===== src/design/ahb_out_cfg.svh =====
`ifndef AHB_OUT_CFG_SVH
`define AHB_OUT_CFG_SVH

// ----------------------------------------
// AHB bus widths
// ----------------------------------------
`define AHB_ADDR_W    32           // HADDR width
`define AHB_DATA_W    32           // HWDATA width
`define AHB_PROT_W    4            // HPROT width
`define AHB_MASTER_W  4            // HMASTER width

// ----------------------------------------
// Output stage sizing
// ----------------------------------------
`define OUT_NUM_PORTS   3          // Bus-switch inputs feeding this stage
`define OUT_PORT_IDX_W  2          // Enough bits for a dense port index

// Last-granted index out of reset. Set to the top port, so the first
// round-robin search begins at port 0
`define OUT_RST_PORT  2'd2

`endif


===== src/design/ahb_types_pkg.sv =====
`include "ahb_out_cfg.svh"

package ahb_types_pkg;

  typedef enum logic [1:0] {
    HTRANS_IDLE   = 2'b00,                 // No transfer wanted
    HTRANS_BUSY   = 2'b01,                 // Pause inside a burst
    HTRANS_NONSEQ = 2'b10,                 // Single or first beat
    HTRANS_SEQ    = 2'b11                  // Following beats
  } htrans_t;

  typedef enum logic [2:0] {
    HBURST_SINGLE = 3'b000,
    HBURST_INCR   = 3'b001,                // Undefined length
    HBURST_WRAP4  = 3'b010,
    HBURST_INCR4  = 3'b011,
    HBURST_WRAP8  = 3'b100,
    HBURST_INCR8  = 3'b101,
    HBURST_WRAP16 = 3'b110,
    HBURST_INCR16 = 3'b111
  } hburst_t;

  typedef enum logic [2:0] {
    HSIZE_BYTE  = 3'b000,
    HSIZE_HALF  = 3'b001,
    HSIZE_WORD  = 3'b010,
    HSIZE_DWORD = 3'b011                   // Wider sizes unused on a 32-bit bus
  } hsize_t;

  typedef logic [`AHB_ADDR_W-1:0]   haddr_t;    // Address word
  typedef logic [`AHB_DATA_W-1:0]   hwdata_t;   // Write-data word
  typedef logic [`AHB_PROT_W-1:0]   hprot_t;    // Protection bits
  typedef logic [`AHB_MASTER_W-1:0] hmaster_t;  // Master ID

endpackage


===== src/design/out_stage_pkg.sv =====
`include "ahb_out_cfg.svh"

package out_stage_pkg;

  // ----------------------------------------
  // Port addressing inside the output stage
  // ----------------------------------------

  // Dense index of a bus-switch input, 0 to OUT_NUM_PORTS-1
  typedef logic [`OUT_PORT_IDX_W-1:0] port_idx_t;

  // One bit per input port
  // Bit n belongs to port n, used for requests and active flags
  typedef logic [`OUT_NUM_PORTS-1:0] port_vec_t;

  // Index of the port that follows p in round-robin order
  function automatic port_idx_t next_port_idx(input port_idx_t p);
    port_idx_t n;
    if (p == port_idx_t'(`OUT_NUM_PORTS - 1))
      n = '0;                              // Wrap back to port 0
    else
      n = p + port_idx_t'(1);
    return n;
  endfunction

endpackage


===== src/design/ahb_out_arbiter.sv =====
`timescale 1ns/1ps

`include "ahb_out_cfg.svh"

module ahb_out_arbiter
  import ahb_types_pkg::*;
  import out_stage_pkg::*;
(
  input  logic      HCLK,
  input  logic      HRESETn,
  input  port_vec_t i_req,          // Held transfer and select, per port
  input  logic      i_hready,       // HREADYMUX, phase accepted when high
  input  logic      i_hsel,         // Routed select of granted port
  input  htrans_t   i_htrans,       // Routed transfer type
  input  logic      i_hmastlock,    // Routed lock bit
  output port_idx_t o_addr_port,    // Granted port
  output logic      o_no_port       // No port granted
);

  port_idx_t addr_port_q;           // Last granted index
  logic      no_port_q;
  logic      hsel_lock_q;           // Locked sequence in progress
  logic      next_hsel_lock;
  logic      lock_start;            // Selected active beat under lock
  logic      hlock_arb;             // Lock as seen by arbitration
  port_idx_t next_port;             // Round-robin winner
  logic      any_req;

  // ----------------------------------------
  // Locked-sequence tracking
  // ----------------------------------------

  // A locked master may leave this slave's region mid-sequence, so its
  // select can drop while HMASTLOCK stays high. The held flag keeps the
  // slave reserved through those cycles
  assign lock_start = i_hsel & i_hmastlock &
                      ((i_htrans == HTRANS_NONSEQ) | (i_htrans == HTRANS_SEQ));

  always_comb
  begin
    if (lock_start)
      next_hsel_lock = 1'b1;        // Sequence starts or goes on
    else if (!i_hmastlock)
      next_hsel_lock = 1'b0;        // Lock released
    else
      next_hsel_lock = hsel_lock_q;
  end

  // Lock only counts once this port has selected the slave
  assign hlock_arb = i_hmastlock & (hsel_lock_q | i_hsel);

  // ----------------------------------------
  // Round-robin search
  // ----------------------------------------
  always_comb
  begin : p_next_port
    port_idx_t cand;
    next_port = addr_port_q;        // Keep last index if nobody asks
    any_req   = 1'b0;
    cand      = addr_port_q;
    for (int k = 0; k < `OUT_NUM_PORTS; k++)
    begin
      cand = next_port_idx(cand);   // Ascending from last grant
      if (!any_req && i_req[cand])
      begin
        next_port = cand;
        any_req   = 1'b1;
      end
    end
  end

  // Grant register, moves only on accepted phases
  always_ff @(posedge HCLK)
  begin
    if (!HRESETn)
    begin
      addr_port_q <= `OUT_RST_PORT;
      no_port_q   <= 1'b1;
      hsel_lock_q <= 1'b0;
    end
    else if (i_hready)
    begin
      hsel_lock_q <= next_hsel_lock;
      if (!hlock_arb)               // Locked port keeps the slave
      begin
        addr_port_q <= next_port;
        no_port_q   <= ~any_req;
      end
    end
  end

  assign o_addr_port = addr_port_q;
  assign o_no_port   = no_port_q;

endmodule


===== src/design/ahb_out_addr_mux.sv =====
`timescale 1ns/1ps

`include "ahb_out_cfg.svh"

module ahb_out_addr_mux
  import ahb_types_pkg::*;
  import out_stage_pkg::*;
(
  input  port_idx_t i_addr_port,                   // Granted port
  input  logic      i_no_port,                     // Nothing granted
  input  logic      i_sel      [`OUT_NUM_PORTS],   // Per-port HSEL
  input  haddr_t    i_addr     [`OUT_NUM_PORTS],   // Per-port HADDR
  input  htrans_t   i_trans    [`OUT_NUM_PORTS],   // Per-port HTRANS
  input  logic      i_write    [`OUT_NUM_PORTS],   // Per-port HWRITE
  input  hsize_t    i_size     [`OUT_NUM_PORTS],   // Per-port HSIZE
  input  hburst_t   i_burst    [`OUT_NUM_PORTS],   // Per-port HBURST
  input  hprot_t    i_prot     [`OUT_NUM_PORTS],   // Per-port HPROT
  input  hmaster_t  i_master   [`OUT_NUM_PORTS],   // Per-port HMASTER
  input  logic      i_mastlock [`OUT_NUM_PORTS],   // Per-port HMASTLOCK
  output logic      o_hsel,
  output haddr_t    o_haddr,
  output htrans_t   o_htrans,
  output logic      o_hwrite,
  output hsize_t    o_hsize,
  output hburst_t   o_hburst,
  output hprot_t    o_hprot,
  output hmaster_t  o_hmaster,
  output logic      o_hmastlock,
  output port_vec_t o_active                       // One-hot granted port
);

  // ----------------------------------------
  // Active flag decode
  // ----------------------------------------
  always_comb
  begin
    o_active = '0;
    if (!i_no_port)
      o_active[i_addr_port] = 1'b1;                // Flag of granted port
  end

  // ----------------------------------------
  // Address and control routing
  // ----------------------------------------
  always_comb
  begin
    // Idle values while no port holds the slave
    o_hsel      = 1'b0;
    o_haddr     = '0;
    o_htrans    = HTRANS_IDLE;
    o_hwrite    = 1'b0;
    o_hsize     = HSIZE_BYTE;
    o_hburst    = HBURST_SINGLE;                   // Passed through only
    o_hprot     = '0;
    o_hmaster   = '0;
    o_hmastlock = 1'b0;

    if (!i_no_port)
    begin
      o_hsel      = i_sel[i_addr_port];
      o_haddr     = i_addr[i_addr_port];
      o_htrans    = i_trans[i_addr_port];
      o_hwrite    = i_write[i_addr_port];
      o_hsize     = i_size[i_addr_port];
      o_hburst    = i_burst[i_addr_port];
      o_hprot     = i_prot[i_addr_port];
      o_hmaster   = i_master[i_addr_port];
      o_hmastlock = i_mastlock[i_addr_port];       // Feeds the lock hold
    end
  end

endmodule


===== src/design/ahb_out_data_phase.sv =====
`timescale 1ns/1ps

`include "ahb_out_cfg.svh"

module ahb_out_data_phase
  import ahb_types_pkg::*;
  import out_stage_pkg::*;
(
  input  logic      HCLK,
  input  logic      HRESETn,
  input  port_idx_t i_addr_port,                // Owner of current address phase
  input  logic      i_hsel,                     // Routed select
  input  hwdata_t   i_wdata [`OUT_NUM_PORTS],   // Per-port HWDATA
  input  logic      i_hreadyout,                // Slave HREADYOUT
  output hwdata_t   o_hwdata,
  output logic      o_hreadymux
);

  port_idx_t data_port_q;                       // Owner of current data phase
  logic      slave_sel_q;                       // Slave selected in data phase
  logic      hreadymux;

  // ----------------------------------------
  // Data-phase registers
  // ----------------------------------------

  // Address phase turns into data phase on each accepting edge
  always_ff @(posedge HCLK)
  begin
    if (!HRESETn)
    begin
      data_port_q <= `OUT_RST_PORT;
      slave_sel_q <= 1'b0;
    end
    else if (hreadymux)
    begin
      data_port_q <= i_addr_port;
      slave_sel_q <= i_hsel;
    end
  end

  // Write data follows the previous address phase owner
  assign o_hwdata = i_wdata[data_port_q];

  // Slave only stalls the bus when it owns the data phase
  assign hreadymux   = slave_sel_q ? i_hreadyout : 1'b1;
  assign o_hreadymux = hreadymux;

endmodule


===== src/design/ahb_out_stage.sv =====
`timescale 1ns/1ps

`include "ahb_out_cfg.svh"

module ahb_out_stage
  import ahb_types_pkg::*;
  import out_stage_pkg::*;
(
  input  logic      HCLK,
  input  logic      HRESETn,

  // Bus-switch inputs, one entry per port
  input  logic      i_sel       [`OUT_NUM_PORTS],  // HSEL
  input  haddr_t    i_addr      [`OUT_NUM_PORTS],  // HADDR
  input  htrans_t   i_trans     [`OUT_NUM_PORTS],  // HTRANS
  input  logic      i_write     [`OUT_NUM_PORTS],  // HWRITE
  input  hsize_t    i_size      [`OUT_NUM_PORTS],  // HSIZE
  input  hburst_t   i_burst     [`OUT_NUM_PORTS],  // HBURST
  input  hprot_t    i_prot      [`OUT_NUM_PORTS],  // HPROT
  input  hmaster_t  i_master    [`OUT_NUM_PORTS],  // HMASTER
  input  logic      i_mastlock  [`OUT_NUM_PORTS],  // HMASTLOCK
  input  hwdata_t   i_wdata     [`OUT_NUM_PORTS],  // HWDATA
  input  logic      i_held_tran [`OUT_NUM_PORTS],  // Transfer held in input stage

  input  logic      i_hreadyout,                   // Slave HREADYOUT

  output port_vec_t o_active,                      // Port owns address phase

  // Shared slave port
  output logic      o_hsel,
  output haddr_t    o_haddr,
  output htrans_t   o_htrans,
  output logic      o_hwrite,
  output hsize_t    o_hsize,
  output hburst_t   o_hburst,
  output hprot_t    o_hprot,
  output hmaster_t  o_hmaster,
  output logic      o_hmastlock,
  output logic      o_hreadymux,                   // Phase done
  output hwdata_t   o_hwdata
);

  port_vec_t req;                                  // Request per port
  port_idx_t addr_port;                            // Registered grant
  logic      no_port;

  // ----------------------------------------
  // Request forming
  // ----------------------------------------
  always_comb
  begin
    for (int p = 0; p < `OUT_NUM_PORTS; p++)
      req[p] = i_held_tran[p] & i_sel[p];          // Held and aimed here
  end

  ahb_out_arbiter u_arbiter (
    .HCLK        (HCLK),
    .HRESETn     (HRESETn),
    .i_req       (req),
    .i_hready    (o_hreadymux),
    .i_hsel      (o_hsel),
    .i_htrans    (o_htrans),
    .i_hmastlock (o_hmastlock),
    .o_addr_port (addr_port),
    .o_no_port   (no_port)
  );

  ahb_out_addr_mux u_addr_mux (
    .i_addr_port (addr_port),
    .i_no_port   (no_port),
    .i_sel       (i_sel),
    .i_addr      (i_addr),
    .i_trans     (i_trans),
    .i_write     (i_write),
    .i_size      (i_size),
    .i_burst     (i_burst),
    .i_prot      (i_prot),
    .i_master    (i_master),
    .i_mastlock  (i_mastlock),
    .o_hsel      (o_hsel),
    .o_haddr     (o_haddr),
    .o_htrans    (o_htrans),
    .o_hwrite    (o_hwrite),
    .o_hsize     (o_hsize),
    .o_hburst    (o_hburst),
    .o_hprot     (o_hprot),
    .o_hmaster   (o_hmaster),
    .o_hmastlock (o_hmastlock),
    .o_active    (o_active)
  );

  ahb_out_data_phase u_data_phase (
    .HCLK        (HCLK),
    .HRESETn     (HRESETn),
    .i_addr_port (addr_port),
    .i_hsel      (o_hsel),
    .i_wdata     (i_wdata),
    .i_hreadyout (i_hreadyout),
    .o_hwdata    (o_hwdata),
    .o_hreadymux (o_hreadymux)
  );

endmodule


===== config.mk =====
export PLATFORM = sky130hd
export DESIGN_NAME = ahb_out_stage
export DESIGN_NICKNAME = d
export VERILOG_FILES = /design/src/design/ahb_types_pkg.sv /design/src/design/out_stage_pkg.sv /design/src/design/ahb_out_arbiter.sv /design/src/design/ahb_out_addr_mux.sv /design/src/design/ahb_out_data_phase.sv /design/src/design/ahb_out_stage.sv
export VERILOG_INCLUDE_DIRS = /design/src /design/src/design
export SDC_FILE = /design/constraint.sdc
export NUM_CORES = 1
export LEC_CHECK = 0
export BUFFER_PORTS_ARGS = -buffer_cell sky130_fd_sc_hd__buf_2
export CAP_MARGIN = 40
export CELL_PAD_IN_SITES_DETAIL_PLACEMENT = 1
export CELL_PAD_IN_SITES_GLOBAL_PLACEMENT = 1
export CORE_AREA = 2 2 134 136
export CTS_CLUSTER_DIAMETER = 50
export DETAILED_ROUTE_END_ITERATION = 10
export DIE_AREA = 0 0 136 138
export MAX_ROUTING_LAYER = met4
export PLACE_DENSITY_LB_ADDON = 0.3
export SLEW_MARGIN = 10
export SYNTH_ARGS = -nofsm -noshare
export SYNTH_HDL_FRONTEND = slang
export SYNTH_SLANG_ARGS = --single-unit

===== constraint.sdc =====
create_clock -name HCLK -period 2.3 [get_ports HCLK]
set_clock_uncertainty 0.1 [all_clocks]
set_input_delay 0.23 -clock HCLK [delete_from_list [all_inputs] [get_ports HCLK]]
set_output_delay 0.23 -clock HCLK [all_outputs]
set_load 0.02 [all_outputs]

==> impl_results.md, run 1 <==
* Routed len/inst at approximately 15 um
* Crit path cell chain: buf_4 -> mux2i_1 -> nor2_1 -> a21oi_1 -> nor2_1 -> buf_2
* First-pass DRT Iterations at 4
* Total die area at 0.0188 mm^2
* Non-filler instance count after layout at slightly above 900
* Reg2reg setup slack at 400 ps
* Initial DRC Count at 80
* Critical R2R Launch: u_arbiter.o_addr_port[0]$_SDFFE_PN0P_
* Total Nets Final at ~950
* Clock period minus worst slack at 2070 ps
* Vias in the first global route at ~4000
* H-tree depth at 1
* Cell Area, Synth at around 0.0023 mm^2
* Synth Register Bits at 7
* Drt drc at 0
* Largest net degree at the start of global routing at 39
* Detail Placement HPWL at roughly 12000 um
* Post-Synth XOR/XNOR Area at 0%
* TritonCTS Buffers at 3
* Compound-Gate Fraction of Synth Area at 24.3%
* Yosys top cell by area: mux2i_1
* WS Path Type: register to output port
* Async SR Flop Fraction at 0%
* Slew margin rel. at 61.2%
* Post-synthesis sequential area ratio at around 6.1%
* Antenna violations before repair at 0
* Critical R2R Capture: u_arbiter.o_addr_port[1]$_SDFFE_PN1P_
* Req. time, crit path at about 2000 ps
* Global Route Usage Sum at between 10 and 15%
* Synth top area cells: mux2i_1 35%, nor2_1 17%, a21oi_1 11%, o21ai_1 7.2%, dfxtp_1 6.1%
* Global route overflow at 0
* Syn_nets at around 630
* Post-CTS sizing at 0
* Via density at 4.22
* Final Max Slew Viols at 0
* Fmax at a little under 500 MHz
* Routability cong. at approximately 0.77
* # port buffers at between 300 and 400
* FF-to-FF path depth at 4
* Multiplexer share of the synthesized area at 36.6%
* Top-count cell post-synth: nor2_1
* Status: finished, final reports clean
* CP Launch Type: register
* Initial core utilization at 13.0%
* Post-synth top flop: dfxtp_1
* Critical path arrival at between 1500 and 2000 ps
* Worst vdd ir at ~0.18 mV
* Final setup fails at 0
* CTS tree: done
* Netlist cell types at 34
* Simple-Gate Fraction of Synth Area at 25.6%
* Number of synthesized flops with an enable pin at 0
* Max incr delay on CP at 530 ps
* Clock transition at path regs at about 40 ps
* # clock sinks at 7
* First-pass GRT wire length at about 21000 um
* Slowest-stage cell, CP: dfxtp_4
* Pleak at ~2.3 nW
* Hold_sp: HRESETn
* Syn Area/Cell at between 6 and 7 um^2
* Worst-Skew Late Latency at 230 ps
* Post-Synthesis Cells at approximately 380
* Share of layout cells above drive strength 1 at ~53%
* Worst hold endpoint: u_data_phase.data_port_q[1]$_SDFFE_PN1P_
* Hold buffers post-CTS at 0
* Die Wd at between 100 and 150 um
* I/O pin count at 342
* Antenna diodes at 0
* Inst Count DP at ~920
* Tcrit/Tclk final at between 80% and 90%
* CTS root buffer: clkbuf_16
* Post-route ant nets at 0
* RSZ-0062 raised after global routing: false
* Yosys Warn Count at 0
* Rows at roughly 50
* DIE HEIGHT at ~140 um
* Slew @ Worst Pin at between 500 and 600 ps
* Setup TNS at 0 ps
* Routed via count at about 3900
* Postcts setup bufs at 0
* Largest family of logic cells by synthesized area: multiplexers
* Power density over the cells at 384 mW/mm^2
* Worst hold path depth at 2
* Final Hold Viols at 0
* Max Root-Sink Buffers at 2
* Routed wire length at 14100 um
* Crit. End Element: output port
* Synth top cells by count: 102 x nor2_1, 81 x mux2i_1, 49 x a21oi_1
* Synth Area in Adders at 0%
* CP Max Fanout at 18
* CP dominant cell by count: nor2_1
* MaxCap Viol Count at 0
* Synth-to-Final Area Change at 90.6%
* Hold Path Class: input pin to register
* Top cell type's share of synthesized area at 35.4%
* Core Region at 0.0175 mm^2
cells in the final DEF, fill, tap and decap left out, types with 2 or more instances in the layout:
cell type,count
a21oi_1,49
inv_1,2
nor3_1,3
inv_2,3
mux2i_1,81
a221oi_1,2
nand2_1,37
buf_4,7
buf_2,341
clkbuf_16,3
buf_12,4
dfxtp_1,3
nor2_1,102
dfxtp_2,3
o21ai_1,33
layout make-up:
type / count / area [um^2]
tap: 229 / 287
sequential: 7 / 148
timing repair buffer: 352 / 1840
fill: 2322 / 13200
clock buffer: 4 / 78.8
inverter: 5 / 18.8
multi-input combinational: 330 / 1990
power breakdown:
group          internal, mW  leakage, nW  total, mW  switching (mW)
combinational         0.516         2.23       1.20           0.683
clock                 0.231       0.0382      0.297          0.0662
sequential            0.133       0.0583      0.176          0.0435
total                 0.879         2.33       1.67           0.793
layer usage:
metal  track usage (%)  routed length, um  part of all wire [%]  vias to the layer above
met1              16.0               5550                    39                     1740
li1                  -                  -                     -                     1953
met4              1.48                 99                  0.70                        0
met2              26.6               7160                    51                      213
met3              2.97               1330                   9.4                        9
met5                 -                  0                     0                        -
state kept, by name, indices dropped and copies added (netlist names):
name,cells
u_arbiter.o_addr_port,2
u_data_phase.data_port_q,2
u_arbiter.hsel_lock_q,1
u_arbiter.o_no_port,1
u_data_phase.slave_sel_q,1
cell families (layout without fill, tap and decap cells):
logic type / after synthesis / in the layout
AND/OR/NAND/NOR: 149 / 149
AO/OA/AOI/OAI: 98 / 98
multiplexers: 83 / 83
buffers and inverters: 41 / 361
flip-flops: 7 / 7
worst max-delay path by stage:
stage | endpoint | start | slack [ps] | depth (start not counted)
after CTS | o_haddr[5] | u_arbiter.o_addr_port[0]$_SDFFE_PN0P_ | 190 | 6
after detailed placement | u_arbiter.o_addr_port[1]$_SDFFE_PN1P_ | u_arbiter.o_addr_port[0]$_SDFFE_PN0P_ | 400 | 4
after global placement | u_arbiter.o_addr_port[1]$_SDFFE_PN1P_ | u_arbiter.o_addr_port[0]$_SDFFE_PN0P_ | 420 | 4
final | o_haddr[18] | u_arbiter.o_addr_port[0]$_SDFFE_PN0P_ | 230 | 6
after global routing | o_haddr[20] | u_arbiter.o_addr_port[0]$_SDFFE_PN0P_ | 70 | 6
after floorplan | o_haddr[10] | u_arbiter.o_addr_port[0]$_SDFFE_PN0P_ | 550 | 6
worst max-delay path, delay by kind of cell (launching register included):
kind	cells	cell delay (ps)
buf+inv	2	490
flops	1	530
mux	1	250
compound gates	1	130
simple gates	2	110
stage by stage:
| step | hold WS (ps) | instance area, um^2 | util, % | power (mW) | setup WS, ps |
|---|---|---|---|---|---|
| after floorplan | 210 | 2290 | - | 0.863 | 548 |
| after global placement | 374 | 4280 | 24.4 | 1.39 | 420 |
| after detailed placement | 409 | 4280 | 24.4 | 1.40 | 395 |
| after CTS | 168 | 4360 | 24.9 | 1.71 | 189 |
| after global routing | 183 | 4360 | 24.9 | 1.82 | 66.2 |
| final | 162 | 4360 | 24.9 | 1.67 | 232 |
(Power assumes the default switching activity.)
==> inputs of run 2 (changes only) <==
==> constraint.sdc (replaced) <==
create_clock -name HCLK -period 2.3 [get_ports HCLK]
set_clock_uncertainty 0.1 [all_clocks]
set_input_delay 0.46 -clock HCLK [delete_from_list [all_inputs] [get_ports HCLK]]
set_output_delay 0.46 -clock HCLK [all_outputs]
set_load 0.02 [all_outputs]
==> run 2 against run 1 <==
Against the previous run:
- clock power about the same
- combinational power about the same
- final cell count increased by 0.86%
- register-to-register slack improved by 20 ps
- largest cell class unchanged
- largest power group unchanged
- non-clock buffer count increased by 6
- clock-buffer cell count unchanged
- die area unchanged
- worst setup slack got worse by 89 ps
==> impl_results.md, run 2 (synthesis gave the netlist of run 1 again) <==
* # clock sinks at 7
* Detail Placement HPWL at around 12000 um
* Reg2reg setup slack at roughly 420 ps
* Pwr Total at 1.69 mW
* CTS root buffer: clkbuf_16
* Tcrit/Tclk final at between 90 and 100%
* Critical path arrival at between 1500 and 2000 ps
* Via density at 4.23
* Util after Layout at 25.2%
* Req. time, crit path at about 1700 ps
* Routability cong. at a little under 0.8
* Power density over the cells at between 300 and 400 mW/mm^2
* CTS tree: done
* WS Path Type: register to output port
* Design Area, Final at 0.00442 mm^2
* Total die area at 0.0188 mm^2
* Final Max Slew Viols at 0
* Initial DRC Count at 85
* Drt drc at 0
* FF-to-FF path depth at 5
* Sequential power share at roughly a tenth
* Largest net degree at the start of global routing at 52
* Core Region at ~0.018 mm^2
* Combinational share of power at between 70 and 80%
* Slew @ Worst Pin at 594 ps
* Worst hold endpoint: u_data_phase.data_port_q[1]$_SDFFE_PN1P_
* First-pass DRT Iterations at 4
* Commonest non-fill, non-tap cell in the layout: buf_2
* Global Route Usage Sum at ~15%
* Hold_sp: HRESETn
* Critical R2R Launch: u_arbiter.o_addr_port[0]$_SDFFE_PN0P_
* Switching pwr at 795 uW
* Critical path's top delay family: buffers and inverters
* Pleak at about 2.4 nW
* Clock transition at path regs at about 40 ps
* Routed wire length at 14600 um
* Crit. End Element: output port
* Post-route ant nets at 0
* Clock period minus worst slack at roughly 2200 ps
* Most frequent cells in the layout: 341 x buf_2, 102 x nor2_1, 81 x mux2i_1, 49 x a21oi_1, 37 x nand2_1
* Hold buffers post-CTS at 0
* Worst hold path depth at 2
* Final-layout fill cell count at 2305
* CP Launch Type: register
* DIE HEIGHT at approximately 140 um
* RSZ-0062 raised after global routing: false
* Routed via count at approximately 4000
* Worst-Skew Late Latency at 230 ps
* Setup TNS at 0 ps
* Area occupied by multi-input gates at approximately 0.002 mm^2
* Rows at 49
* Net Sw Frac at around 47%
* First-pass GRT wire length at ~21000 um
* Worst vdd ir at around 0.16 mV
* TritonCTS Buffers at 3
* Max Root-Sink Buffers at 2
* Antenna violations before repair at 2
* Hold Path Class: input pin to register
* CP Depth at 7
* Slowest-stage cell, CP: dfxtp_4
* Total Nets Final at 960
* Fmax at between 400 and 500 MHz
* Synth-to-Final Area Change at 93.3%
* Global route overflow at 0
* Internal power at between 800 and 900 uW
* Placement Cell Area at about 0.0043 mm^2
* Share of layout cells above drive strength 1 at between 50% and 60%
* Final setup fails at 0
* # port buffers at 341
* Vias in the first global route at between 4000 and 5000
* H-tree depth at 1
* Die Wd at 136 um
* CP Max Fanout at 9
* MaxCap Viol Count at 0
* Reg area at between 100 and 150 um^2
* Slew margin rel. at roughly three fifths
* Bufs and invs on worst path at 3
* I/O pin count at approximately 340
* Initial core utilization at 13.0%
* Routed len/inst at between 15 and 20 um
* Status: finished, final reports clean
* Final Hold Viols at 0
* Max incr delay on CP at ~460 ps
* Clock share of power at 17.4%
* Critical R2R Capture: u_arbiter.o_addr_port[1]$_SDFFE_PN1P_
* Crit path cell chain: buf_4 -> buf_4 -> mux2i_1 -> nor2_1 -> a21oi_1 -> nor2_1 -> buf_2
-- run 2: per-stage QoR --
| step | cells | worst slack (ps) | hold slack [ps] |
|---|---|---|---|
| floorplan | 378 | 318 | 411 |
| global placement | 925 | 297 | 451 |
| detailed placement | 925 | 278 | 441 |
| CTS | 929 | 31.1 | 387 |
| global route | 935 | 25.9 | 401 |
| finish | 935 | 144 | 388 |
-- run 2: worst max-delay path by stage --
stage,startpoint,end,slack [ps]
6_report,u_arbiter.o_addr_port[0]$_SDFFE_PN0P_,o_haddr[23],140
5_1_grt,u_arbiter.o_addr_port[0]$_SDFFE_PN0P_,o_haddr[23],30
4_1_cts,u_arbiter.o_addr_port[0]$_SDFFE_PN0P_,o_hmastlock,30
3_5_place_dp,u_arbiter.o_addr_port[0]$_SDFFE_PN0P_,o_hmastlock,280
3_3_place_gp,u_arbiter.o_addr_port[0]$_SDFFE_PN0P_,o_hmastlock,300
2_1_floorplan,u_arbiter.o_addr_port[0]$_SDFFE_PN0P_,o_haddr[10],320
-- run 2: repair_timing --
action | 4_1_cts | 5_1_grt
buffers inserted | 0 | 4
endpoints found under the hold margin | 0 | 0
resized for setup | 0 | 1
endpoints found under the setup margin | 0 | 24
-- run 2: layout make-up --
type	count	share of cell area, %
inverter	5	0.424
multi-input combinational	330	45.0
antenna	2	0.113
sequential	7	3.34
clock buffer	4	1.78
tap	229	6.48
timing repair buffer	358	42.9
-- run 2: worst reg2reg max path, stage by stage, from the launching register on --
cell and delay [ps]:
dfxtp_4 400, nor2b_4 150, buf_12 230, a221oi_2 160
or3_1 370, a221o_1 340
-- run 2: routing by layer --
| layer | part of all wire (%) | global-route usage [%] |
|---|---|---|
| met5 | 0 | - |
| met2 | 52 | 27.6 |
| met4 | 0.80 | 1.81 |
| met1 | 39 | 15.9 |
| met3 | 9.1 | 3.04 |
-- run 2: power groups by stage --
stage,combinational [mW],sequential (mW),clock [mW]
finish,1.23,0.167,0.294
global route,1.35,0.172,0.314
CTS,1.24,0.176,0.299
detailed placement,1.23,0.177,0
global placement,1.23,0.178,0
floorplan,0.724,0.139,0
